**src/rtl/mips_pkg.sv**
```systemverilog
`default_nettype none

package mips_pkg;

    localparam int WORD_W     = 32;
    localparam int REG_COUNT  = 32;
    localparam int IMEM_WORDS = 64;
    localparam int DMEM_WORDS = 16;

    typedef logic [WORD_W-1:0] word_t;
    typedef logic [4:0]        reg_addr_t;
    typedef logic [5:0]        imem_addr_t;
    typedef logic [3:0]        dmem_addr_t;

    ////////////////////////////////////////
    // Opcodes and R-type funct codes
    ////////////////////////////////////////
    localparam logic [5:0] OP_RTYPE = 6'h00;
    localparam logic [5:0] OP_ADDI  = 6'h08;
    localparam logic [5:0] OP_SLTI  = 6'h0a;
    localparam logic [5:0] OP_ANDI  = 6'h0c;
    localparam logic [5:0] OP_ORI   = 6'h0d;
    localparam logic [5:0] OP_LW    = 6'h23;
    localparam logic [5:0] OP_SW    = 6'h2b;
    localparam logic [5:0] OP_BEQ   = 6'h04;
    localparam logic [5:0] OP_BNE   = 6'h05;

    localparam logic [5:0] FN_SLL = 6'h00;
    localparam logic [5:0] FN_ADD = 6'h20;
    localparam logic [5:0] FN_SUB = 6'h22;
    localparam logic [5:0] FN_AND = 6'h24;
    localparam logic [5:0] FN_OR  = 6'h25;
    localparam logic [5:0] FN_SLT = 6'h2a;

    ////////////////////////////////////////
    // Operation selects
    ////////////////////////////////////////
    // Coarse class from the decoder that execute refines
    typedef enum logic [2:0] {
        ALU_CLASS_ADD,
        ALU_CLASS_SUB,
        ALU_CLASS_FUNCT,
        ALU_CLASS_SLT_IMM,
        ALU_CLASS_AND_IMM,
        ALU_CLASS_OR_IMM
    } alu_class_t;

    typedef enum logic [2:0] {
        ALU_ADD,
        ALU_SUB,
        ALU_AND,
        ALU_OR,
        ALU_SLT,
        ALU_SLL
    } alu_op_t;

    typedef enum logic [1:0] {
        FWD_REG,
        FWD_EXMEM,
        FWD_WB
    } fwd_sel_t;

endpackage

`default_nettype wire

```
**src/rtl/mips_regfile.sv**
```systemverilog
`timescale 1ns/1ps
`default_nettype none

module mips_regfile import mips_pkg::*; (
    input  logic      clk,
    input  reg_addr_t i_rs,
    input  reg_addr_t i_rt,
    output word_t     o_rs_data,
    output word_t     o_rt_data,
    input  logic      i_we,
    input  reg_addr_t i_wr_addr,
    input  word_t     i_wr_data,
    input  reg_addr_t i_dbg_addr,
    output word_t     o_dbg_data
);

    word_t regs [REG_COUNT];

    always_ff @(posedge clk) begin
        if (i_we) begin
            regs[i_wr_addr] <= i_wr_data;
        end
    end

    // Write-through so decode sees a result written in the same cycle
    assign o_rs_data = (i_rs == '0)                  ? '0        :
                       (i_we && i_wr_addr == i_rs)   ? i_wr_data :
                                                       regs[i_rs];
    assign o_rt_data = (i_rt == '0)                  ? '0        :
                       (i_we && i_wr_addr == i_rt)   ? i_wr_data :
                                                       regs[i_rt];

    assign o_dbg_data = (i_dbg_addr == '0) ? '0 : regs[i_dbg_addr];

endmodule

`default_nettype wire

```
**config.mk**
```make
export PLATFORM = sky130hd
export DESIGN_NAME = mips_regfile
export DESIGN_NICKNAME = d
export VERILOG_FILES = /design/src/rtl/mips_pkg.sv /design/src/rtl/mips_regfile.sv
export SDC_FILE = /design/constraint.sdc
export NUM_CORES = 2
export LEC_CHECK = 0
export BUFFER_PORTS_ARGS = -buffer_cell sky130_fd_sc_hd__buf_2
export CAP_MARGIN = 5
export CORE_MARGIN = 2
export CORE_UTILIZATION = 50
export CTS_CLUSTER_DIAMETER = 100
export DETAILED_ROUTE_END_ITERATION = 10
export PLACE_DENSITY_LB_ADDON = 0.2
export SYNTH_ARGS = -nofsm -noshare
export SYNTH_HDL_FRONTEND = slang
export SYNTH_SLANG_ARGS = --single-unit
```
**constraint.sdc**
```tcl
create_clock -name clk -period 4.15 [get_ports clk]
set_clock_uncertainty 0.2 [all_clocks]
set_input_delay 0.2075 -clock clk [delete_from_list [all_inputs] [get_ports clk]]
set_output_delay 0.2075 -clock clk [all_outputs]
set_load 0.01 [all_outputs]
```
Yosys cells after proc, flatten, opt, wreduce, memory -nomap -nowiden
Memory sizes are Yosys's and may differ from the RTL's.
Cells that the tools add are included.
{ "word_totals": {"reg_bits": 0, "output_inout_bits": 96, "ram_bits": 1024, "in_bits": 54, "n_memories": 1, "word_cells": 15} }
{ "op_classes": {"muxes": 7, "n_reduce_logical": 5, "n_eq_ne": 2} }
{ "mem_list": {"columns": ["name", "words", "width", "rd", "rd_ports_with_merged_regs", "write_ports", "line_no", "source"], "rows": [
  ["regs", 32, 32, 3, 0, 1, "mips_regfile.sv:17", "word_t regs [REG_COUNT];"]
]} }
{ "op_table": {"columns": ["op", "n"], "rows": [
  ["$mux 32", 5],
  ["$logic_not 5->1", 3],
  ["$eq 5x5->1", 2],
  ["$logic_and 1x1->1", 2],
  ["$mux 1", 2]
]} }

Logic depth before layout (Yosys ltp)
{ "depth": {"word_depth": 4, "depth_mapped": 10, "mapped_depth_nobuf": 5} }

Worst setup path before layout
OpenSTA, ideal clock, no wires.
{ "synth_timing": {"path_kind": "input -> register", "from": "in i_wr_addr[0]", "to": "mem regs[28][0] (netlist name) (enable)", "arrival_time_ns": 2.378, "slack_ns": 1.151, "setup_time_ns": 0.421, "stages": 4, "n_path_buf": 2, "required_ns": 3.529, "cell_sequence": "clkbuf_1 -> or3b_2 -> clkbuf_1 -> nor2_1"} }
{ "synth_rtl": {"columns": ["element", "line_no", "source"], "rows": [
  ["start: declaration", "mips_regfile.sv:11", "input reg_addr_t i_wr_addr,"],
  ["end: declaration", "mips_regfile.sv:17", null]
]} }
No word-level cell before the write port.

==> qor.yml <==
clock_network:
  htreeDepth: 3
  cts_tree: "yes"
  clkTransAtPathRegs_ns: 0.06
  cts_sinks: 1024
  numCtsBuffers: 111
  clockRootBuffer: "clkbuf_16"
  clockBufferDepth: 3
sta:
  hold_viol_final: 0
  period_share: 0.910
  rsz0062_at_grt: "no"
  max_freq_mhz: 265
  tightest_slew_ns: 1.00
  post-route-min-period_ns: 3.78
  setup_violations: 0
  drv_slew: 0
  whs_ns: 0.102
  setup-tns-final_ns: 0
  max_slew_margin: 0.326
drt:
  via_per_inst: 7.77
  routed_wl_mm: 212
  top_layer_used: "met5"
  avgRoutedWirePerCell_um: 42.0
  drtPass1Iterations: 6
  wl_met1_mm: 72.4
  drc: 0
  wl_met3_mm: 29.2
  drtIter0Drc: 6335
  ant_nets: 0
  vias: 39300
  wl_met2_mm: 96.5
synth:
  synth-seq-cells: 1024
  synth_edf_count: 1024
  synthesis.nets: 3334
  yosys-top-cells-count: "edfxtp_1, mux4_2, mux2i_1"
  async_flop_share: 0
  syn_area_mm2: 0.0567
  yosys_warnings: 0
  syn_area_per_cell_um2: 17.3
  synthTopCellsByArea: "edfxtp_1, mux4_2, mux2i_1"
  synthDistinctLibCells: 55
  synth_cells: 3280
  ys.flop_type: "edfxtp_1"
  yosysSeqAreaShare: 0.543
  yosys.area.top_type: "edfxtp_1"
  synth.most_common_cell: "edfxtp_1"
  yosysTopAreaCellShare: 0.543
critical_path:
  worstSetupEndpointType: "primary output"
  cpPeakStageDelay_ns: 0.80
  cp_max_fo: 3
  cp.arrival_ns: 3.37
  cp.required_ns: 3.74
  start_kind: "register"
  crit_chain: "mux4_2 > mux2i_1 > o22ai_1 > nor3_1 > nor2_1 > buf_2"
  crit_slowest_cell: "nor3_1"
  critical_path_class: "reg2out"
floorplanning:
  io_pins: 150
  core_mm2: 0.112
  die_w_um: 341
  fp.dieH_um: 341
  rows: 123
  die_area_mm2: 0.116
  initial_core_util: 0.504
pwr:
  peakVddDrop_uv: 358
  p_per_area_mw_per_mm2: 382
  total_power_mw: 24.3
  p_leak_nw: 20.7
min_path:
  hold_class: "in2reg"
  holdPathStages: 3
  hp-start: "i_wr_addr[2]"
  hold_end: "regs[9][21]"
final_layout:
  largest_reg_flops: 1024
  finalNonFillerCells: 5051
  drive_gt1_frac: 0.379
  finalNetCount: 3517
  area_delta_synth_final_pct: 12.2
  largest_register: "regs"
  top_regs: "regs (1024)"
global_route:
  grt_first_pass_wirelength_mm: 297
  grt_overflow: 0
  grt_max_degree: 75
  grt_pass1_vias: 39400
  grt.total_usage: 0.363
  antenna_found_initial: 19
placed_design:
  gp_congestion: 0.921
  post-place-cells: 4818
  dpl.hpwl_mm: 131
  io_buffers: 149
job:
  cap_violations: 0
run_status:
  status: "complete, no violations"
worst max-delay path by stage:
| stage | startpoint | to | slack (ns) | cells past startpoint |
|---|---|---|---|---|
| 3_3_place_gp | i_rs[4] | o_rs_data[4] | 0.62 | 8 |
| 2_1_floorplan | i_wr_addr[0] | regs[28][0] | 1.15 | 4 |
| 6_report | regs[31][30] | o_rs_data[30] | 0.37 | 6 |
| 4_1_cts | regs[23][30] | o_rs_data[30] | 0.51 | 6 |
| 3_5_place_dp | i_rs[4] | o_rs_data[4] | 0.56 | 8 |
| 5_1_grt | regs[31][30] | o_rs_data[30] | 0.34 | 6 |
per-stage QoR:
step | utilization | area [um2] | setup WS (ns)
finish | 0.565 | 63600 | 0.373
global route | 0.565 | 63600 | 0.345
CTS | 0.565 | 63600 | 0.513
detailed placement | 0.532 | 59900 | 0.560
global placement | 0.532 | 59900 | 0.621
floorplan | - | 56700 | 1.15
per-layer routing:
layer / GRT usage / vias to the layer above
li1: - / 14700
met1: 0.473 / 20200
met2: 0.551 / 3572
met3: 0.105 / 798
met4: 0.197 / 14
met5: 0 / -
report_power, final:
part	switching, mW	total [mW]	internal [mW]
combinational	1.95	3.25	1.30
clock	4.17	9.43	5.25
sequential	0.0808	11.6	11.5
total	6.20	24.3	18.1
placed cells by master, fill, tap and decap left out, types with 74 or more instances in the layout:
cell type and count:
edfxtp_1 1024, o22ai_1 151, buf_4 154, clkbuf_16 111, nor2_1 92, mux4_2 595
mux2i_1 279, buf_2 138, nor3_1 74, mux2_2 196
critical path: cells and delay by family, from the launching register on:
family                 cells  cell delay, ns
flip-flops                 1            0.41
multiplexers               2            0.89
buffers and inverters      1            0.21
AO/OA/AOI/OAI              1            0.16
AND/OR/NAND/NOR            2            1.00
area by class of cell:
class | count | area [um2]
fillers | 8493 | 48900
flip-flops and latches | 1024 | 30700
multi-input cells | 1936 | 24300
repair buffers | 383 | 3310
clock buffers | 136 | 2870
well taps | 1500 | 1880
clock inverters | 57 | 484
inverters | 7 | 26.3
diodes | 8 | 20.0
timing repair:
item,4_1_cts,5_1_grt
hold endpoints to repair,1024,0
hold buffers,32,0
setup buffers,0,0
gates resized for setup,0,0
logic make-up after synthesis:
logic type / Yosys count / synth area share
compound gates: 518 / 0.0654
xor+xnor: 10 / 0.00155
buf+inv: 320 / 0.0344
flops: 1024 / 0.543
mux: 1080 / 0.328
simple gates: 328 / 0.0278
No activity file was read; power rests on OpenSTA's default activity.
