[src/rtl/mips_pkg.sv]
`default_nettype none

package mips_pkg;

    localparam int WORD_W     = 32;
    localparam int REG_COUNT  = 32;
    localparam int IMEM_WORDS = 64;
    localparam int DMEM_WORDS = 16;

    typedef logic [WORD_W-1:0] word_t;
    typedef logic [4:0]        reg_addr_t;
    typedef logic [5:0]        imem_addr_t;
    typedef logic [3:0]        dmem_addr_t;

    ////////////////////////////////////////
    // Opcodes and R-type funct codes
    ////////////////////////////////////////
    localparam logic [5:0] OP_RTYPE = 6'h00;
    localparam logic [5:0] OP_ADDI  = 6'h08;
    localparam logic [5:0] OP_SLTI  = 6'h0a;
    localparam logic [5:0] OP_ANDI  = 6'h0c;
    localparam logic [5:0] OP_ORI   = 6'h0d;
    localparam logic [5:0] OP_LW    = 6'h23;
    localparam logic [5:0] OP_SW    = 6'h2b;
    localparam logic [5:0] OP_BEQ   = 6'h04;
    localparam logic [5:0] OP_BNE   = 6'h05;

    localparam logic [5:0] FN_SLL = 6'h00;
    localparam logic [5:0] FN_ADD = 6'h20;
    localparam logic [5:0] FN_SUB = 6'h22;
    localparam logic [5:0] FN_AND = 6'h24;
    localparam logic [5:0] FN_OR  = 6'h25;
    localparam logic [5:0] FN_SLT = 6'h2a;

    ////////////////////////////////////////
    // Operation selects
    ////////////////////////////////////////
    // Coarse class from the decoder that execute refines
    typedef enum logic [2:0] {
        ALU_CLASS_ADD,
        ALU_CLASS_SUB,
        ALU_CLASS_FUNCT,
        ALU_CLASS_SLT_IMM,
        ALU_CLASS_AND_IMM,
        ALU_CLASS_OR_IMM
    } alu_class_t;

    typedef enum logic [2:0] {
        ALU_ADD,
        ALU_SUB,
        ALU_AND,
        ALU_OR,
        ALU_SLT,
        ALU_SLL
    } alu_op_t;

    typedef enum logic [1:0] {
        FWD_REG,
        FWD_EXMEM,
        FWD_WB
    } fwd_sel_t;

endpackage

`default_nettype wire

[src/rtl/mips_control.sv]
`timescale 1ns/1ps
`default_nettype none

module mips_control import mips_pkg::*; (
    input  word_t      i_instr,
    output logic       o_reg_write,
    output logic       o_mem_to_reg,
    output logic       o_mem_write,
    output logic       o_branch,
    output logic       o_nbranch,
    output logic       o_alu_src,
    output logic       o_reg_dst,
    output alu_class_t o_alu_class,
    output word_t      o_imm
);

    logic [5:0] opcode;
    logic       sign_ext;

    assign opcode = i_instr[31:26];

    always_comb begin
        o_reg_write  = 1'b0;
        o_mem_to_reg = 1'b0;
        o_mem_write  = 1'b0;
        o_branch     = 1'b0;
        o_nbranch    = 1'b0;
        o_alu_src    = 1'b0;
        o_reg_dst    = 1'b0;
        o_alu_class  = ALU_CLASS_ADD;
        sign_ext     = 1'b1;
        case (opcode)
            OP_RTYPE: begin
                o_reg_write = 1'b1;
                o_reg_dst   = 1'b1;
                o_alu_class = ALU_CLASS_FUNCT;
            end
            OP_ADDI: begin
                o_reg_write = 1'b1;
                o_alu_src   = 1'b1;
            end
            OP_SLTI: begin
                o_reg_write = 1'b1;
                o_alu_src   = 1'b1;
                o_alu_class = ALU_CLASS_SLT_IMM;
            end
            // Logical immediates are zero extended
            OP_ANDI: begin
                o_reg_write = 1'b1;
                o_alu_src   = 1'b1;
                o_alu_class = ALU_CLASS_AND_IMM;
                sign_ext    = 1'b0;
            end
            OP_ORI: begin
                o_reg_write = 1'b1;
                o_alu_src   = 1'b1;
                o_alu_class = ALU_CLASS_OR_IMM;
                sign_ext    = 1'b0;
            end
            OP_LW: begin
                o_reg_write  = 1'b1;
                o_mem_to_reg = 1'b1;
                o_alu_src    = 1'b1;
            end
            OP_SW: begin
                o_mem_write = 1'b1;
                o_alu_src   = 1'b1;
            end
            // Branches compare by subtraction
            OP_BEQ: begin
                o_branch    = 1'b1;
                o_alu_class = ALU_CLASS_SUB;
            end
            OP_BNE: begin
                o_nbranch   = 1'b1;
                o_alu_class = ALU_CLASS_SUB;
            end
            default: ;
        endcase
    end

    assign o_imm = sign_ext ? {{16{i_instr[15]}}, i_instr[15:0]} : {16'b0, i_instr[15:0]};

endmodule

`default_nettype wire

[config.mk]
export PLATFORM = sky130hd
export DESIGN_NAME = mips_control
export DESIGN_NICKNAME = d
export VERILOG_FILES = /design/src/rtl/mips_pkg.sv /design/src/rtl/mips_control.sv
export SDC_FILE = /design/constraint.sdc
export NUM_CORES = 1
export LEC_CHECK = 0
export BUFFER_PORTS_ARGS = -buffer_cell sky130_fd_sc_hd__buf_2
export CORE_UTILIZATION = 29
export DETAILED_ROUTE_END_ITERATION = 8
export GPL_ROUTABILITY_DRIVEN = 0
export PLACE_DENSITY = 0.86
export SYNTH_ARGS = -nofsm -noshare
export SYNTH_HDL_FRONTEND = slang
export SYNTH_SLANG_ARGS = --single-unit
[constraint.sdc]
create_clock -name vclk -period 4.06
set_clock_uncertainty 0.2 [all_clocks]
set_input_delay 0.203 -clock vclk [all_inputs]
set_output_delay 0.203 -clock vclk [all_outputs]
set_load 0.05 [all_outputs]
Word-level counts from Yosys, hierarchy flattened
Cells that the tools add are included.
{"block": "op_classes", "eq_ne": 8, "n_mux": 9, "reduce_logical": 5}
{"cell": "two-way mux 32 bit", "n": 1}
{"cell": "equality test 6 x 4 -> 1 bit (second input constant)", "n": 4}
{"cell": "one-hot mux 3 bit (5 select lines)", "n": 1}
{"cell": "equality test 6 x 3 -> 1 bit (second input constant)", "n": 2}
{"cell": "equality test 6 bit (second input constant)", "n": 2}
{"cell": "OR reduction 6 bit", "n": 2}
{"cell": "two-way mux 1 bit", "n": 7}
{"cell": "zero test 6 bit", "n": 1}
{"cell": "OR reduction 2 bit", "n": 2}
{"block": "totals", "reg_bits": 0, "in_bits": 32, "output_inout_bits": 42, "word_cells": 22}

Depth between registers and ports, before layout
{"block": "logic_depth", "depth_word": 3, "depth_mapped": 4, "mapped_depth_nobuf": 3}

Worst setup path after synthesis
No wires, ideal clock.
{"block": "synth_path", "kind": "input-to-output", "start": "input port i_instr[30]", "end": "output port o_reg_write", "arrival_time_ns": 2.413, "t_required_ns": 3.657, "setup_slack_ns": 1.244, "stages": 2, "n_path_buf": 0, "path_cell_list": "nor4_1 o21bai_1"}
{"block": "synth_via", "elab_chain_cells": 3, "word_cells_on_any_way": 8, "cone_classes": "eq/ne: 5; mux: 1; reduce/logical: 2"}
{"element": "start, declared", "line": "mips_control.sv:5", "source": "input word_t i_instr,"}
{"element": "equality test 6 x 4 -> 1 bit, or another cell as far along", "line": "mips_control.sv:32", "source": "case (opcode)"}
{"element": "OR reduction 6 bit (no source line) (*)"}
{"element": "two-way mux 1 bit (*)", "line": "mips_control.sv:32"}
{"element": "end, declared", "line": "mips_control.sv:6", "source": "output logic o_reg_write,"}
Every way passes the cells marked *; elsewhere a longest branch is shown, timed or not.

Worst setup path in the final report
{"block": "layout_path", "start": "input port i_instr[28]", "end": "output port o_imm[30]"}
{"block": "layout_via", "elab_chain_cells": 3, "word_cells_on_any_way": 4, "cone_classes": "eq/ne: 2; mux: 1; reduce/logical: 1"}
{"element": "equality test 6 x 4 -> 1 bit", "line": "mips_control.sv:32"}
{"element": "OR reduction 2 bit (no source line) (*)"}
{"element": "two-way mux 32 bit (*)", "line": "mips_control.sv:82", "source": "assign o_imm = sign_ext ? {{16{i_instr[15]}}, i_instr[15:0]} : {16'b0, i_instr[15:0]};"}
{"element": "end, declared", "line": "mips_control.sv:14", "source": "output word_t o_imm"}
Marks and branches as above.

==> results.toml <==
[detailed_routing]
drt-pass1-iter-count = 2
num_vias = 369
drc = 0
drt_wl_total_um = 738
vias_per_cell = 4.86
detail_route.iter0.violations = 8
detail-route-antenna-nets = 0
wl_per_cell_um = 9.71

[worst_setup_path]
crit_family = "simple AND/OR/NAND/NOR gates"
end_kind = "output port"
worstSetupPathType = "input port to output port"
required_ns = 3.66
cp.depth = 5
path_cells = "buf_2, nor2b_1, and3_1, nor2b_1, buf_2"
critical_path.max_stage_delay_ns = 0.50
critPathMaxFanout = 16
arrival_ns = 1.59
slowest_stage = "nor2b_1"
critPathLaunchType = "input port"
cp.buffers_inverters = 2

[floorplan]
die_x_um = 39.0
dieArea_um2 = 1520
initial_utilization = 0.334
core-area_um2 = 1190
die_height_um = 39.0
rows = 12
pin_count = 74

[layout]
n_fill_cell = 128
seq_cell_count = 0
area_growth_pct = -11.4
diodes = 0
register_area_um2 = 0
nNetsFinal = 96
clock_buffers = 0
drive_gt1_frac = 0.597

[grt]
grt_pass1_vias = 257
overflow = 0
grt_max_degree = 17
grt_usage = 0.0911
grt_pass1_wl_um = 1040
antenna_found_initial = 0

[synth]
avgSynthCellArea_um2 = 6.72
mappedNetlistArea_um2 = 397
ys_warn_count = 0
synth.distinct_cells = 19
syn_inst = 59
syn-num-nets = 91
ys_seq_area_frac = 0

[place]
dp_hpwl_um = 619
port_buffers = 34

[timing]
worst_slew_pin_slew_ns = 0.620
min_period_over_period = 0.490
hold_viol = 0
slew_viol_final = 0
grt_setup_unrepaired = "false"
fin_setup_tns_ns = 0
setup_violations = 0
period_minus_slack_ns = 1.99
maxSlewHeadroom = 0.586
fmax_mhz = 502

[min_path]
holdPathStages = 0
hold_class = "input port to output port"

[run]
maxCapViolCount = 0

[run_status]
status = "completed"

[clock_network]
holdBufCountCts = 0
post_cts_buffers = 0
cts_resized = 0

[pwr]
peakVddDrop_mv = 0.0329
finalPower_mw = 0.0709
leakagePower_nw = 0.199
powerDensity_nw_per_um2 = 202
## worst paths after layout
| kind | from | endpoint | slack, ns |
|---|---|---|---|
| setup / recovery | i_instr[28] | o_imm[30] | 2.07 |
| hold / removal | i_instr[11] | o_imm[11] | 0.21 |
## final cells by class
| cell class | instances | area (um2) | share of cell area |
|---|---|---|---|
| multi-input combinational | 27 | 160 | 0.456 |
| tap | 14 | 17.5 | 0.0498 |
| timing repair buffer | 34 | 170 | 0.484 |
| inverter | 1 | 3.75 | 0.0107 |
## logic make-up after synthesis
logic type	after synthesis	synth area share
compound gates	6	0.0883
buf+inv	32	0.596
simple gates	21	0.315
## synth_stat cells, drive strengths merged
master / number / area [um2]
nand2: 1 / 3.75
nor2: 3 / 11.3
inv: 1 / 3.75
or4b: 1 / 10.0
a22oi: 1 / 7.51
nor2b: 4 / 25.0
o21ai: 2 / 10.0
nor3b: 1 / 7.51
or4: 1 / 7.51
and3: 1 / 6.26
nor4b: 1 / 8.76
nor3: 2 / 10.0
nor4: 1 / 6.26
nand3: 2 / 10.0
nand2b: 1 / 6.26
or2: 2 / 12.5
o21bai: 1 / 7.51
buf: 31 / 233
a21oi: 2 / 10.0
## routing by layer
metal,GRT usage,routed length [um],vias up,part of all wire
li1,-,-,175,-
met3,0.00578,87,6,0.12
met4,0.0517,13,0,0.018
met5,0,0,-,0
met1,0.0811,259,155,0.35
met2,0.192,378,33,0.51
## metrics by stage
stage | setup slack (ns) | instances | hold WS, ns | utilization | cell area [um2]
final | 2.07 | 76 | 0.206 | 0.296 | 352
after global routing | 1.81 | 76 | 0.206 | 0.296 | 352
after CTS | 2.03 | 76 | 0.206 | 0.296 | 352
after detailed placement | 2.03 | 76 | 0.206 | 0.296 | 352
after global placement | 2.10 | 76 | 0.206 | 0.296 | 352
after floorplan | 1.24 | 59 | 0.373 | - | 397
## layout by cell type, fill, tap and decap left out, drive strengths merged
cell type   n
a21oi       2
nand3       2
nor4b       1
nand2       1
and3        1
o21ai       2
nand2b      1
o21bai      1
nor3        2
a22oi       1
or4b        1
nor2b       4
nor4        1
or4         1
inv         1
or2         2
nor3b       1
nor2        3
buf        34
## power breakdown
| part | switching, mW | internal [mW] |
|---|---|---|
| combinational | 0.0565 | 0.0144 |
| clock | 0 | 0 |
| sequential | 0 | 0 |
| total | 0.0565 | 0.0144 |
(Power assumes the default switching activity.)
