--- config.mk ---
export PLATFORM = sky130hd
export DESIGN_NAME = mips_fetch
export DESIGN_NICKNAME = d
export VERILOG_FILES = /design/src/rtl/mips_pkg.sv /design/src/rtl/mips_fetch.sv
export SDC_FILE = /design/constraint.sdc
export NUM_CORES = 2
export LEC_CHECK = 0
export CAP_MARGIN = 10
export CORE_MARGIN = 2
export CORE_UTILIZATION = 23
export CTS_CLUSTER_DIAMETER = 60
export DETAILED_ROUTE_END_ITERATION = 10
export DONT_BUFFER_PORTS = 1
export SLEW_MARGIN = 20
export SYNTH_ARGS = -nofsm -noshare
export SYNTH_HDL_FRONTEND = slang
export SYNTH_SLANG_ARGS = --single-unit
--- constraint.sdc ---
create_clock -name clk -period 8.1 [get_ports clk]
set_input_delay 1.62 -clock clk [delete_from_list [all_inputs] [get_ports clk]]
set_output_delay 1.62 -clock clk [all_outputs]
set_load 0.02 [all_outputs]
--- src/rtl/mips_pkg.sv ---
`default_nettype none

package mips_pkg;

    localparam int WORD_W     = 32;
    localparam int REG_COUNT  = 32;
    localparam int IMEM_WORDS = 64;
    localparam int DMEM_WORDS = 16;

    typedef logic [WORD_W-1:0] word_t;
    typedef logic [4:0]        reg_addr_t;
    typedef logic [5:0]        imem_addr_t;
    typedef logic [3:0]        dmem_addr_t;

    ////////////////////////////////////////
    // Opcodes and R-type funct codes
    ////////////////////////////////////////
    localparam logic [5:0] OP_RTYPE = 6'h00;
    localparam logic [5:0] OP_ADDI  = 6'h08;
    localparam logic [5:0] OP_SLTI  = 6'h0a;
    localparam logic [5:0] OP_ANDI  = 6'h0c;
    localparam logic [5:0] OP_ORI   = 6'h0d;
    localparam logic [5:0] OP_LW    = 6'h23;
    localparam logic [5:0] OP_SW    = 6'h2b;
    localparam logic [5:0] OP_BEQ   = 6'h04;
    localparam logic [5:0] OP_BNE   = 6'h05;

    localparam logic [5:0] FN_SLL = 6'h00;
    localparam logic [5:0] FN_ADD = 6'h20;
    localparam logic [5:0] FN_SUB = 6'h22;
    localparam logic [5:0] FN_AND = 6'h24;
    localparam logic [5:0] FN_OR  = 6'h25;
    localparam logic [5:0] FN_SLT = 6'h2a;

    ////////////////////////////////////////
    // Operation selects
    ////////////////////////////////////////
    // Coarse class from the decoder that execute refines
    typedef enum logic [2:0] {
        ALU_CLASS_ADD,
        ALU_CLASS_SUB,
        ALU_CLASS_FUNCT,
        ALU_CLASS_SLT_IMM,
        ALU_CLASS_AND_IMM,
        ALU_CLASS_OR_IMM
    } alu_class_t;

    typedef enum logic [2:0] {
        ALU_ADD,
        ALU_SUB,
        ALU_AND,
        ALU_OR,
        ALU_SLT,
        ALU_SLL
    } alu_op_t;

    typedef enum logic [1:0] {
        FWD_REG,
        FWD_EXMEM,
        FWD_WB
    } fwd_sel_t;

endpackage

`default_nettype wire

--- src/rtl/mips_fetch.sv ---
`timescale 1ns/1ps
`default_nettype none

module mips_fetch import mips_pkg::*; (
    input  logic       clk,
    input  logic       i_rst,
    input  logic       i_branch_taken,
    input  word_t      i_branch_target,
    input  logic       i_imem_we,
    input  imem_addr_t i_imem_addr,
    input  word_t      i_imem_data,
    output word_t      o_pc,
    output word_t      o_ifid_instr,
    output word_t      o_ifid_pc4
);

    word_t      pc;
    word_t      pc_plus4;
    word_t      fetch_instr;
    imem_addr_t fetch_idx;

    word_t imem [IMEM_WORDS];

    assign pc_plus4  = pc + 32'd4;
    assign fetch_idx = pc[7:2];

    ////////////////////////////////////////
    // Program counter
    ////////////////////////////////////////
    always_ff @(posedge clk) begin
        if (i_rst) begin
            pc <= '0;
        end else if (i_branch_taken) begin
            pc <= i_branch_target;
        end else begin
            pc <= pc_plus4;
        end
    end

    // Debug port is the only writer
    always_ff @(posedge clk) begin
        if (i_imem_we) begin
            imem[i_imem_addr] <= i_imem_data;
        end
    end

    assign fetch_instr = imem[fetch_idx];

    ////////////////////////////////////////
    // IF/ID register
    ////////////////////////////////////////
    // Cleared word decodes as a NOP
    always_ff @(posedge clk) begin
        if (i_rst) begin
            o_ifid_instr <= '0;
        end else begin
            o_ifid_instr <= fetch_instr;
        end
    end

    always_ff @(posedge clk) begin
        o_ifid_pc4 <= pc_plus4;
    end

    assign o_pc = pc;

endmodule

`default_nettype wire

# Yosys cells after proc, flatten, opt, wreduce, memory -nomap -nowiden
# Memories as Yosys holds them, arrays and structs flattened. A register that Yosys moved wholly into a read port is not among the register bits.
# Index checks and enable logic that the tools add are counted.
[totals]
ramBits = 2048
mem_count = 1
in_bits = 74
word_cells = 7
regBits = 64
[mem_list]
columns = ["name", "depth", "width", "read_ports", "rd_ports_with_merged_regs", "write_ports", "line_no", "text"]
rows = [
  ["imem", 64, 32, 1, 1, 1, "mips_fetch.sv:22", "word_t imem [IMEM_WORDS];"],
]
[classes]
muxes = 3
n_addsub = 1
[ops]
columns = ["cell", "n"]
rows = [
  ["32-bit by 3-bit adder with 32-bit output, second input constant", 1],
  ["32-bit 2-to-1 mux", 1],
  ["1-bit 2-to-1 mux", 2],
]

# Depth between registers and ports, before layout
[depth]
word_depth = 2
ltp_mapped = 10

# Least setup slack after synthesis
# No wires, ideal clock.
[synth_path]
path_kind = "in2reg"
startpoint = "in i_imem_addr[3]"
endpoint = "mem imem[48][0] in the netlist's numbering (enable)"
setup_slack_ps = 3320
arrival_time_ps = 4319
stages = 4
required_time_ps = 7639
setup_ps = 461
path_cell_list = "clkbuf_1 > nor2b_1 > nand4b_1 > nor3_1"
[synth_lines]
columns = ["item", "line_no", "text"]
rows = [
  ["from (decl)", "mips_fetch.sv:10", "input imem_addr_t i_imem_addr,"],
  ["to (decl)", "mips_fetch.sv:22", ""],
]
# Straight into the memory's write port.

# Worst setup path after layout
[layout_path]
startpoint = "reg pc[2] (netlist: o_pc[2])"
endpoint = "out o_pc[2]"
[layout_lines]
columns = ["item", "line_no", "text"]
rows = [
  ["from (decl)", "mips_fetch.sv:17", "word_t pc;"],
  ["from (signal assigned)", "mips_fetch.sv:34", "pc <= i_branch_target;"],
  ["from (signal assigned)", "mips_fetch.sv:36", "pc <= pc_plus4;"],
  ["to (decl)", "mips_fetch.sv:12", "output word_t o_pc,"],
]
# No word-level cell between the ends.

==> metrics.md <==
| Metric | Value |
|---|---|
| CP startpoint | o_pc[2] |
| Worst-path clk slew | around 60 ps |
| Global-route wire length before repair | about 300,000 um |
| Synthesized area | 81,180 um^2 |
| Crit-path slowest cell | dfxtp_4 |
| CTS root buf | clkbuf_16 |
| CTS tree | done |
| Fin. max-slew vios | 0 |
| Drt wl/cell | 24.99 um |
| Crit path cell chain | buf_12 -> buf_12 |
| Routability-driven placement congestion ratio | 0.7709 |
| CP max stage delay | roughly 900 ps |
| R2R cell count | 6 |
| RR Endpoint | o_ifid_instr[13] |
| Largest cells by area after synthesis | edfxtp_1 (76%), mux4_2 (16%), dfxtp_1 (2.4%) |
| PwrDens | 244.5 nW/um^2 |
| Worst setup endpoint | o_pc[2] |
| DRT iter0 DRCs | 4,669 |
| IO Pins | 170 |
| Critical path peak fanout | 89 |
| FF+latch count, synth | 2,144 |
| Post-Syn Area per Cell | 22.98 um^2 |
| Maximum buffer depth of the clock tree | 4 |
| Fmax | between 200 and 250 MHz |
| Max-Cap Viols | 0 |
| Slew HR | 0.2181 |
| Post-Syn Nets | 3,608 |
| Design Power | 23.02 mW |
| Grt total ovfl | 0 |
| CP Launch Type | register |
| R2R Setup Slk | 3910 ps |
| CTS sink cnt | 2,144 |
| DR vias | 38,331 |
| Post-route cell area | 94,140 um^2 |
| Antenna violations before repair | 5 |
| DRC Markers | 0 |
| RSZ-0062 raised after global routing | no |
| Nets@finish | 3,709 |
| Worst VDD drop | 0.1621 mV |
| Setup Fix Bufs, Post-CTS | 0 |
| Place WS | 3713 ps |
| Post_cts resized | 0 |
| EDFF count, synth | 2,048 |
| Req. time, crit path | approximately 6500 ps |
| Vias/cell | about 4.6 |
| Synth-to-Final Area Change | 15.96% |
| Chip width | 598.1 um |
| Most used DFF post-synth | edfxtp_1 |
| Area post-placement | 87,540 um^2 |
| Layout cells sized above 1 | 0.2746 |
| Leak | 27.49 nW |
| Clk_lat worst skew | 870 ps |
| Number of CTS-inserted buffers | 206 |
| CP arrival | 3100 ps |
| Tightest Pin Transition | about 1200 ps |
| Tcrit/Tclk final | 0.5829 |
| HP Class | reg -> reg |
| Core Area | 351,900 um^2 |
| Most common cell on crit path | buf_12 |
| Rows | around 220 |
| FFs w/ async S/R, synth | 0 |
| Dpl hpwl | 114,600 um |
| R2R Path Start | o_pc[2] |
| Setup TNS | 0 ps |
| CTS Hold Bufs | 0 |
| Synth top area share | 0.7576 |
| Largest net degree at the start of global routing | 143 |
| Htree depth | 4 |
| Worst Setup End Kind | output port |
| Mapped Cells | 3,533 |
| Routed Wire Length | 210,400 um |
| All-Layer GR Usage | 0.1149 |
| Synth Warn # | 0 |
| Outcome | complete, no violations |
| Count of input and output buffers | 0 |
| Leading area contributor after synthesis | edfxtp_1 |
| Final Hold Viols | 0 |
| Setup WS post-layout | 3379 ps |
| Post-DRT Antenna Nets | 0 |
| Setup violations, final | 0 |
| Unique cell type count in the Yosys netlist | 45 |
| Share of the yosys chip area belonging to registers | 0.7812 |
| Finished Core Util | 0.2675 |
| Die area | 357,700 um^2 |
| Starting Density | 0.2307 |
| Min cycle time layout | 4721 ps |
| Vias in the first global route | 38,418 |
| Clock skew | 98.48 ps |
| Die height | 598.1 um |
| First drt pass iteration count | 7 |
| Worst Path Class, Setup | reg -> out |
## worst max-delay path, delay by kind of cell (launching register included)
family	cells	cell delay, ps
DFF	1	880
buffers and inverters	2	1130
## how the worst min path moves through the flow
| stage | cells past startpoint | start | end |
|---|---|---|---|
| 4_1_cts | 0 | o_pc[1] | o_ifid_pc4[1] |
| 2_1_floorplan | 0 | o_pc[0] | o_ifid_pc4[0] |
| 6_report | 0 | o_pc[1] | o_ifid_pc4[1] |
| 3_3_place_gp | 0 | o_pc[1] | o_ifid_pc4[1] |
| 5_1_grt | 0 | o_pc[1] | o_ifid_pc4[1] |
| 3_5_place_dp | 0 | o_pc[1] | o_ifid_pc4[1] |
## per-layer routing
layer,vias to the layer above,global-route usage,share of wire
li1,15232,-,-
met1,21199,0.1562,0.42
met2,1609,0.1818,0.47
met3,289,0.02721,0.086
met4,2,0.03415,0.028
met5,-,0,0.000062
## layout make-up
cell class                 count  area (um^2)
clock buffer                 258         5453
timing repair buffer         100         1041
tap                         4620         5781
multi-input combinational   1176        17270
inverter                       6        22.52
antenna                        5        12.51
fill                       34562       257700
clock inverter               111         1114
sequential                  2144        63440
## layout by cell type (no fill, tap or decap), types with 8 or more instances in the layout
cell type / count
o211a_1: 8
a22o_1: 29
nand4_1: 11
nand3b_1: 33
a211oi_1: 29
nor2_1: 19
nor3_1: 34
dfxtp_1: 90
mux4_2: 573
a22oi_1: 32
mux2i_1: 47
o21ai_1: 30
clkbuf_1: 44
a21oi_1: 38
nand2_1: 23
o21a_1: 22
clkinv_1: 37
nor2_4: 63
a31oi_1: 31
nand2b_1: 41
edfxtp_1: 2048
buf_4: 78
buf_12: 20
clkinv_2: 37
xnor2_1: 22
nand3_1: 47
bufinv_16: 20
clkbuf_16: 208
## power by group
part / internal [mW] / total (mW) / switching, mW
clock: 5.41 / 9.50 / 4.10
combinational: 0.512 / 1.11 / 0.600
sequential: 12.2 / 12.4 / 0.164
total: 18.2 / 23.0 / 4.86
## cell families (layout without fill, tap and decap cells)
group | after synthesis | count (layout) | synth area share
muxes | 620 | 620 | 0.1648
xor gates and xnor gates | 28 | 28 | 0.003021
adders and majority gates | 1 | 1 | 0.0001541
buffers and inverters | 213 | 475 | 0.01222
DFF | 2144 | 2144 | 0.7812
and+or+nand+nor | 301 | 301 | 0.01959
AOI/OAI and AO/OA | 226 | 226 | 0.01900
other | 0 | 5 | 0
## synthesized netlist by cell type, types with 2 or more instances
cell type and number:
edfxtp_1 2048, mux4_2 573, dfxtp_1 96, clkbuf_1 89
nor2_1 82, buf_2 55, mux2i_1 47, nand3_1 47
nand2b_1 42, nor3_1 39, a21oi_1 38, buf_1 34
nand3b_1 33, a22oi_1 32, a31oi_1 31, o21ai_1 30
a211oi_1 29, a22o_1 29, buf_4 25, nand2_1 23
o21a_1 22, xnor2_1 22, nand4_1 11, o211a_1 8
nor2b_1 6, xor2_1 6, and3_1 5, inv_1 5
buf_6 4, o22ai_1 4, and4_1 3, and2_1 2
## registers in the layout, summed over array words and instances, names as in the netlist
name / cells
imem: 2048
o_ifid_instr: 32
o_ifid_pc4: 32
o_pc: 32
## per-stage QoR
stage	hold WS [ps]	instances
2_1_floorplan	350.7	3533
3_3_place_gp	460.2	8031
3_5_place_dp	460.8	8046
4_1_cts	468.5	8415
5_1_grt	478.7	8416
6_report	467.7	8420
Note: power is estimated with default switching activity, not from simulation.
