$ cat config.mk
export PLATFORM = sky130hd
export DESIGN_NAME = mips_mem_wb
export DESIGN_NICKNAME = d
export VERILOG_FILES = /design/src/rtl/mips_pkg.sv /design/src/rtl/mips_mem_wb.sv
export SDC_FILE = /design/constraint.sdc
export NUM_CORES = 1
export LEC_CHECK = 0
export BUFFER_PORTS_ARGS = -buffer_cell sky130_fd_sc_hd__buf_2
export CORE_ASPECT_RATIO = 1.75
export CORE_MARGIN = 2
export CORE_UTILIZATION = 37
export CTS_CLUSTER_DIAMETER = 50
export DETAILED_ROUTE_END_ITERATION = 16
export HOLD_SLACK_MARGIN = 0.1
export PLACE_DENSITY = 0.63
export SYNTH_ARGS = -nofsm -noshare
export SYNTH_HDL_FRONTEND = slang
export SYNTH_SLANG_ARGS = --single-unit
$ cat constraint.sdc
create_clock -name clk -period 3.9 [get_ports clk]
set_clock_uncertainty 0.05 [all_clocks]
set_input_delay 0.78 -clock clk [delete_from_list [all_inputs] [get_ports clk]]
set_output_delay 0.78 -clock clk [all_outputs]
set_load 0.005 [all_outputs]
$ cat src/rtl/mips_pkg.sv
`default_nettype none

package mips_pkg;

    localparam int WORD_W     = 32;
    localparam int REG_COUNT  = 32;
    localparam int IMEM_WORDS = 64;
    localparam int DMEM_WORDS = 16;

    typedef logic [WORD_W-1:0] word_t;
    typedef logic [4:0]        reg_addr_t;
    typedef logic [5:0]        imem_addr_t;
    typedef logic [3:0]        dmem_addr_t;

    ////////////////////////////////////////
    // Opcodes and R-type funct codes
    ////////////////////////////////////////
    localparam logic [5:0] OP_RTYPE = 6'h00;
    localparam logic [5:0] OP_ADDI  = 6'h08;
    localparam logic [5:0] OP_SLTI  = 6'h0a;
    localparam logic [5:0] OP_ANDI  = 6'h0c;
    localparam logic [5:0] OP_ORI   = 6'h0d;
    localparam logic [5:0] OP_LW    = 6'h23;
    localparam logic [5:0] OP_SW    = 6'h2b;
    localparam logic [5:0] OP_BEQ   = 6'h04;
    localparam logic [5:0] OP_BNE   = 6'h05;

    localparam logic [5:0] FN_SLL = 6'h00;
    localparam logic [5:0] FN_ADD = 6'h20;
    localparam logic [5:0] FN_SUB = 6'h22;
    localparam logic [5:0] FN_AND = 6'h24;
    localparam logic [5:0] FN_OR  = 6'h25;
    localparam logic [5:0] FN_SLT = 6'h2a;

    ////////////////////////////////////////
    // Operation selects
    ////////////////////////////////////////
    // Coarse class from the decoder that execute refines
    typedef enum logic [2:0] {
        ALU_CLASS_ADD,
        ALU_CLASS_SUB,
        ALU_CLASS_FUNCT,
        ALU_CLASS_SLT_IMM,
        ALU_CLASS_AND_IMM,
        ALU_CLASS_OR_IMM
    } alu_class_t;

    typedef enum logic [2:0] {
        ALU_ADD,
        ALU_SUB,
        ALU_AND,
        ALU_OR,
        ALU_SLT,
        ALU_SLL
    } alu_op_t;

    typedef enum logic [1:0] {
        FWD_REG,
        FWD_EXMEM,
        FWD_WB
    } fwd_sel_t;

endpackage

`default_nettype wire

$ cat src/rtl/mips_mem_wb.sv
`timescale 1ns/1ps
`default_nettype none

module mips_mem_wb import mips_pkg::*; (
    input  logic       clk,
    input  logic       i_rst,
    input  word_t      i_exmem_alu,
    input  word_t      i_exmem_store,
    input  word_t      i_exmem_target,
    input  reg_addr_t  i_exmem_dest,
    input  logic       i_exmem_reg_write,
    input  logic       i_exmem_mem_to_reg,
    input  logic       i_exmem_mem_write,
    input  logic       i_exmem_branch,
    input  logic       i_exmem_nbranch,
    input  logic       i_exmem_zero,
    input  dmem_addr_t i_dbg_mem_addr,
    output word_t      o_dbg_mem_data,
    output logic       o_branch_taken,
    output word_t      o_branch_target,
    output logic       o_wb_we,
    output reg_addr_t  o_wb_addr,
    output word_t      o_wb_data
);

    dmem_addr_t mem_idx;
    word_t      load_data;
    word_t      wb_alu;
    word_t      wb_load;
    logic       wb_mem_to_reg;

    word_t dmem [DMEM_WORDS];

    ////////////////////////////////////////
    // Data memory with word access only
    ////////////////////////////////////////
    assign mem_idx = i_exmem_alu[5:2];

    always_ff @(posedge clk) begin
        if (i_exmem_mem_write) begin
            dmem[mem_idx] <= i_exmem_store;
        end
    end

    assign load_data      = dmem[mem_idx];
    assign o_dbg_mem_data = dmem[i_dbg_mem_addr];

    // beq on equal, bne on not equal
    assign o_branch_taken  = (i_exmem_branch & i_exmem_zero) |
                             (i_exmem_nbranch & ~i_exmem_zero);
    assign o_branch_target = i_exmem_target;

    ////////////////////////////////////////
    // MEM/WB register and writeback
    ////////////////////////////////////////
    always_ff @(posedge clk) begin
        if (i_rst) begin
            o_wb_we       <= 1'b0;
            wb_mem_to_reg <= 1'b0;
        end else begin
            o_wb_we       <= i_exmem_reg_write;
            wb_mem_to_reg <= i_exmem_mem_to_reg;
        end
    end

    always_ff @(posedge clk) begin
        wb_alu    <= i_exmem_alu;
        wb_load   <= load_data;
        o_wb_addr <= i_exmem_dest;
    end

    assign o_wb_data = wb_mem_to_reg ? wb_load : wb_alu;

endmodule

`default_nettype wire

=== Word-level counts from Yosys, hierarchy flattened ===
Memories as Yosys holds them, arrays and structs flattened. A register that Yosys moved wholly into a read port is not among the register bits.
Cells that the tools add are included.
W data, S select, Z words.

* Flip-flop bits (word level): 39
* Bits in writable memories: 512
* Output and inout bits: 103
* Memories kept: 1

{| class="wikitable"
|+ Memories
! memory !! depth !! bits a word !! read ports !! clocked after memory_dff !! write ports !! line !! text
|-
| dmem || 16 || 32 || 2 || 1 || 1 || mips_mem_wb.sv:32 || <nowiki>word_t dmem [DMEM_WORDS];</nowiki>
|}

* Muxes and demuxes: 3
* Bitwise gates (word level): 4

{| class="wikitable"
|+ Operators by type and width
! kind !! count
|-
| $mux W32 || 1
|-
| $and A1 B1 Y1 || 2
|-
| $mux W1 || 2
|-
| $not A1 Y1 || 1
|-
| $or A1 B1 Y1 || 1
|}

=== Longest topological paths before layout ===
* Depth in word-level cells: 3
* Gate-level depth with buffers: 6
* Depth with buffers taken out: 3

=== Least setup slack after synthesis ===
No wires, ideal clock.

* Path type: input to register
* From: input i_exmem_alu[3]
* To: memory dmem[0][0] in the netlist's numbering, enable pin
* Setup time: 0.461 ns
* Arrival: 3.563 ns
* Path slack: -0.174 ns
* Cell stages on the path: 4
* Cells stage by stage: buf_2 -> buf_4 -> clkbuf_1 -> nor3_1

{| class="wikitable"
|+ RTL lines
! what !! line !! text
|-
| start, declared || mips_mem_wb.sv:7 || <nowiki>input word_t i_exmem_alu,</nowiki>
|-
| end, declared || mips_mem_wb.sv:32 ||
|}

Straight into the memory's write port.

=== Final worst setup path ===
* From: input i_dbg_mem_addr[0]
* To: output o_dbg_mem_data[6]

* Word-level cells in the longest chain between the ends: 1

{| class="wikitable"
|+ RTL lines
! what !! line !! text
|-
| start, declared || mips_mem_wb.sv:17 || <nowiki>input dmem_addr_t i_dbg_mem_addr,</nowiki>
|-
| $mem_v2 Z16 W32 || n/a ||
|-
| end, declared || mips_mem_wb.sv:18 || <nowiki>output word_t o_dbg_mem_data,</nowiki>
|}

Every way passes these cells.

==> out/metrics.cfg <==
[outcome]
status = finished clean

[worst_setup_path]
crit_buf_inv = 4
path_cells = clkbuf_8 > buf_12 > buf_4 > mux4_2 > a22oi_1 > nand2_1 > buf_2
crit_path_end_kind = output pin
r2r_start = dmem[11][18]
crit_family = buffers and inverters
start_kind = input port
crit_path_start = i_dbg_mem_addr[0]
crit_arrival_ns = 2.48
cpPeakStageDelay_ns = 0.50
crit_type = in2out
critPathRequiredTime_ns = 3.07
critPathSlowestCell = mux4_2
critPathMaxFanout = 21

[synthesis]
yosysSeqAreaShare = 0.673
synth_top_area_frac = 0.616
synth_fp_nets = 1334
yosys_register_bits = 583
ys_types = 20
synth.top_cells.by_area = edfxtp_1 (62%), mux4_2 (23%), dfxtp_1 (5.7%), a22oi_1 (3.8%), mux2_1 (1.4%)
yosysTopAreaCell = edfxtp_1
ys_warn_count = 0
synth_area_um2 = 25000
syn_inst = 1221
avgSynthCellArea_um2 = 20.5

[die]
row_count = 126
dieHeight_um = 348
die-area_um2 = 69700
initial_core_util = 0.372
die_w_um = 200
core_um2 = 67200
ios = 216

[pwr]
irDropWorstVdd_v = 0.000333
seqPwrFrac = 0.505
p_total_uw = 13900
power_density_nw_per_um2 = 479
power_frac_clock = 0.416
p_comb_frac = 0.079
power_switching_uw = 3150
swShare = 0.227
p_leak_uw = 0.00956
intPower_uw = 10700

[layout]
fill_cells = 5833
regMostFlops = dmem
fin_cells = 2327
largest_reg_flops = 512
top_regs = dmem (512), wb_alu (32), wb_load (32)
areaGrowthSynthToFinish_pct = 16.3
final_util = 0.432
fin_nets = 1493
drive_gt1_frac = 0.417

[timing]
worst_pin_slew_ns = 0.838
setup_viol = 0
relSlewSlack = 0.441
fin_crit_sh = 0.849
hold_viol_final = 0
rsz0062_at_grt = false
fin_crit_ns = 3.31
final_max_slew_viol_count = 0
timing.fmax_mhz = 302

[drt]
routed_wl_um = 66900
via_per_inst = 5.74
vias = 13400
dr.pass1.iters = 5
wl_per_cell_um = 28.8
drc = 0
first_iter_violations = 1240
drtAntennaViolNets = 0

[global_route]
overflow = 0
grt_pass1_vias = 14500
antenna_found_initial = 6
grtUsageTotal = 0.194
grt_max_degree = 59
grt_pass1_wl_um = 97600

[hold_path]
hp-start = i_exmem_alu[0]
hold_class = in2reg

[run]
drv_cap = 0

[clocking]
cts.sinks = 583
cts_resized = 0
cts_tree = yes
clock_latency_ns = 0.63
hold_buffers = 0
cts_buffers = 59
h-tree-depth = 2
cts_max_path_buffers = 3
cts_root_buf = clkbuf_16
cts_setup_buffers = 0
clk_pin_slew_ns = 0.06

[placement]
dp_hpwl_um = 40800
place_inst = 2215
place_congestion = 0.761
portBuffers = 151

-- layer usage --
metal | track usage | wire length, um | up-vias
met4 | 0.0892 | 2860 | 4
met3 | 0.0343 | 4660 | 174
met5 | 0 | 17 | -
li1 | - | - | 5530
met1 | 0.234 | 24700 | 7092
met2 | 0.338 | 34700 | 553
-- synth_stat cells --
cell and number:
edfxtp_1 512, mux4_2 256, a22oi_1 128, dfxtp_1 71, nand2_1 65, clkbuf_1 51, buf_4 35, mux2_1 30
buf_2 25, nor2_1 14, buf_1 7, buf_6 6, nor2b_1 6, nor3_1 4, mux2_2 3, and2_1 2
nand2b_1 2, nand3b_1 2, nand3_1 1, or3b_2 1
-- final timing paths --
path	end	slack, ns	depth (start not counted)
setup / recovery	o_dbg_mem_data[6]	0.59	7
hold / removal	wb_alu[0]	0.19	1
setup reg to reg	wb_load[18]	2.33	3
hold reg to reg	wb_load[0]	0.66	3
-- layout make-up --
| class | instances | area [um^2] | area share |
|---|---|---|---|
| Sequential cell | 583 | 16800 | 0.579 |
| Multi-Input combinational cell | 514 | 7660 | 0.264 |
| Clock buffer | 72 | 1530 | 0.0525 |
| Timing Repair Buffer | 222 | 1470 | 0.0506 |
| Tap cell | 896 | 1120 | 0.0386 |
| Clock inverter | 37 | 450 | 0.0155 |
| Antenna cell | 3 | 7.51 | 0.000259 |
-- metrics by stage --
step                hold slack (ns)  setup slack [ns]  TNS (ns)  cell area [um^2]
finish                        0.194             0.589         0             29000
global route                  0.163             0.416         0             29000
CTS                           0.153             0.546         0             29000
detailed placement            0.649             0.549         0             27100
global placement              0.637             0.514         0             27100
floorplan                     0.605            -0.174    -22.21             25000
-- placed cells by master (no fill, tap or decap), types with 2 or more instances in the layout --
| cell | n |
|---|---|
| bufinv_16 | 7 |
| clkbuf_1 | 13 |
| clkinvlp_4 | 3 |
| clkinv_8 | 4 |
| buf_2 | 147 |
| dfxtp_1 | 70 |
| clkinv_2 | 5 |
| clkinv_1 | 7 |
| clkbuf_16 | 59 |
| buf_4 | 59 |
| diode_2 | 3 |
| edfxtp_1 | 512 |
| buf_6 | 2 |
| nor2_4 | 14 |
| buf_12 | 12 |
| nand2_1 | 65 |
| nor3_2 | 4 |
| mux2_2 | 3 |
| clkinv_4 | 6 |
| mux2_1 | 30 |
| nor2b_1 | 2 |
| and2_2 | 2 |
| nor2b_4 | 4 |
| nand3b_1 | 2 |
| nand2b_1 | 2 |
| a22oi_1 | 128 |
| inv_6 | 3 |
| inv_8 | 2 |
| mux4_2 | 256 |
-- cells by family (layout without fill, tap and decap cells) --
| family | Yosys count | after routing | synth area share |
|---|---|---|---|
| AOI/OAI and AO/OA | 128 | 128 | 0.0385 |
| buffers and inverters | 124 | 331 | 0.0270 |
| DFF | 583 | 583 | 0.673 |
| muxes | 289 | 289 | 0.246 |
| other | 0 | 3 | 0 |
| and+or+nand+nor | 97 | 97 | 0.0163 |
-- power by group through the flow --
stage	registers (uW)	logic [uW]	clock network [uW]
2_1_floorplan	7130	673	0
3_3_place_gp	7140	1110	0
3_5_place_dp	7160	1120	0
4_1_cts	7020	1120	5930
5_1_grt	7030	1180	6150
6_report	7020	1100	5780
No activity file was read; power rests on OpenSTA's default activity.
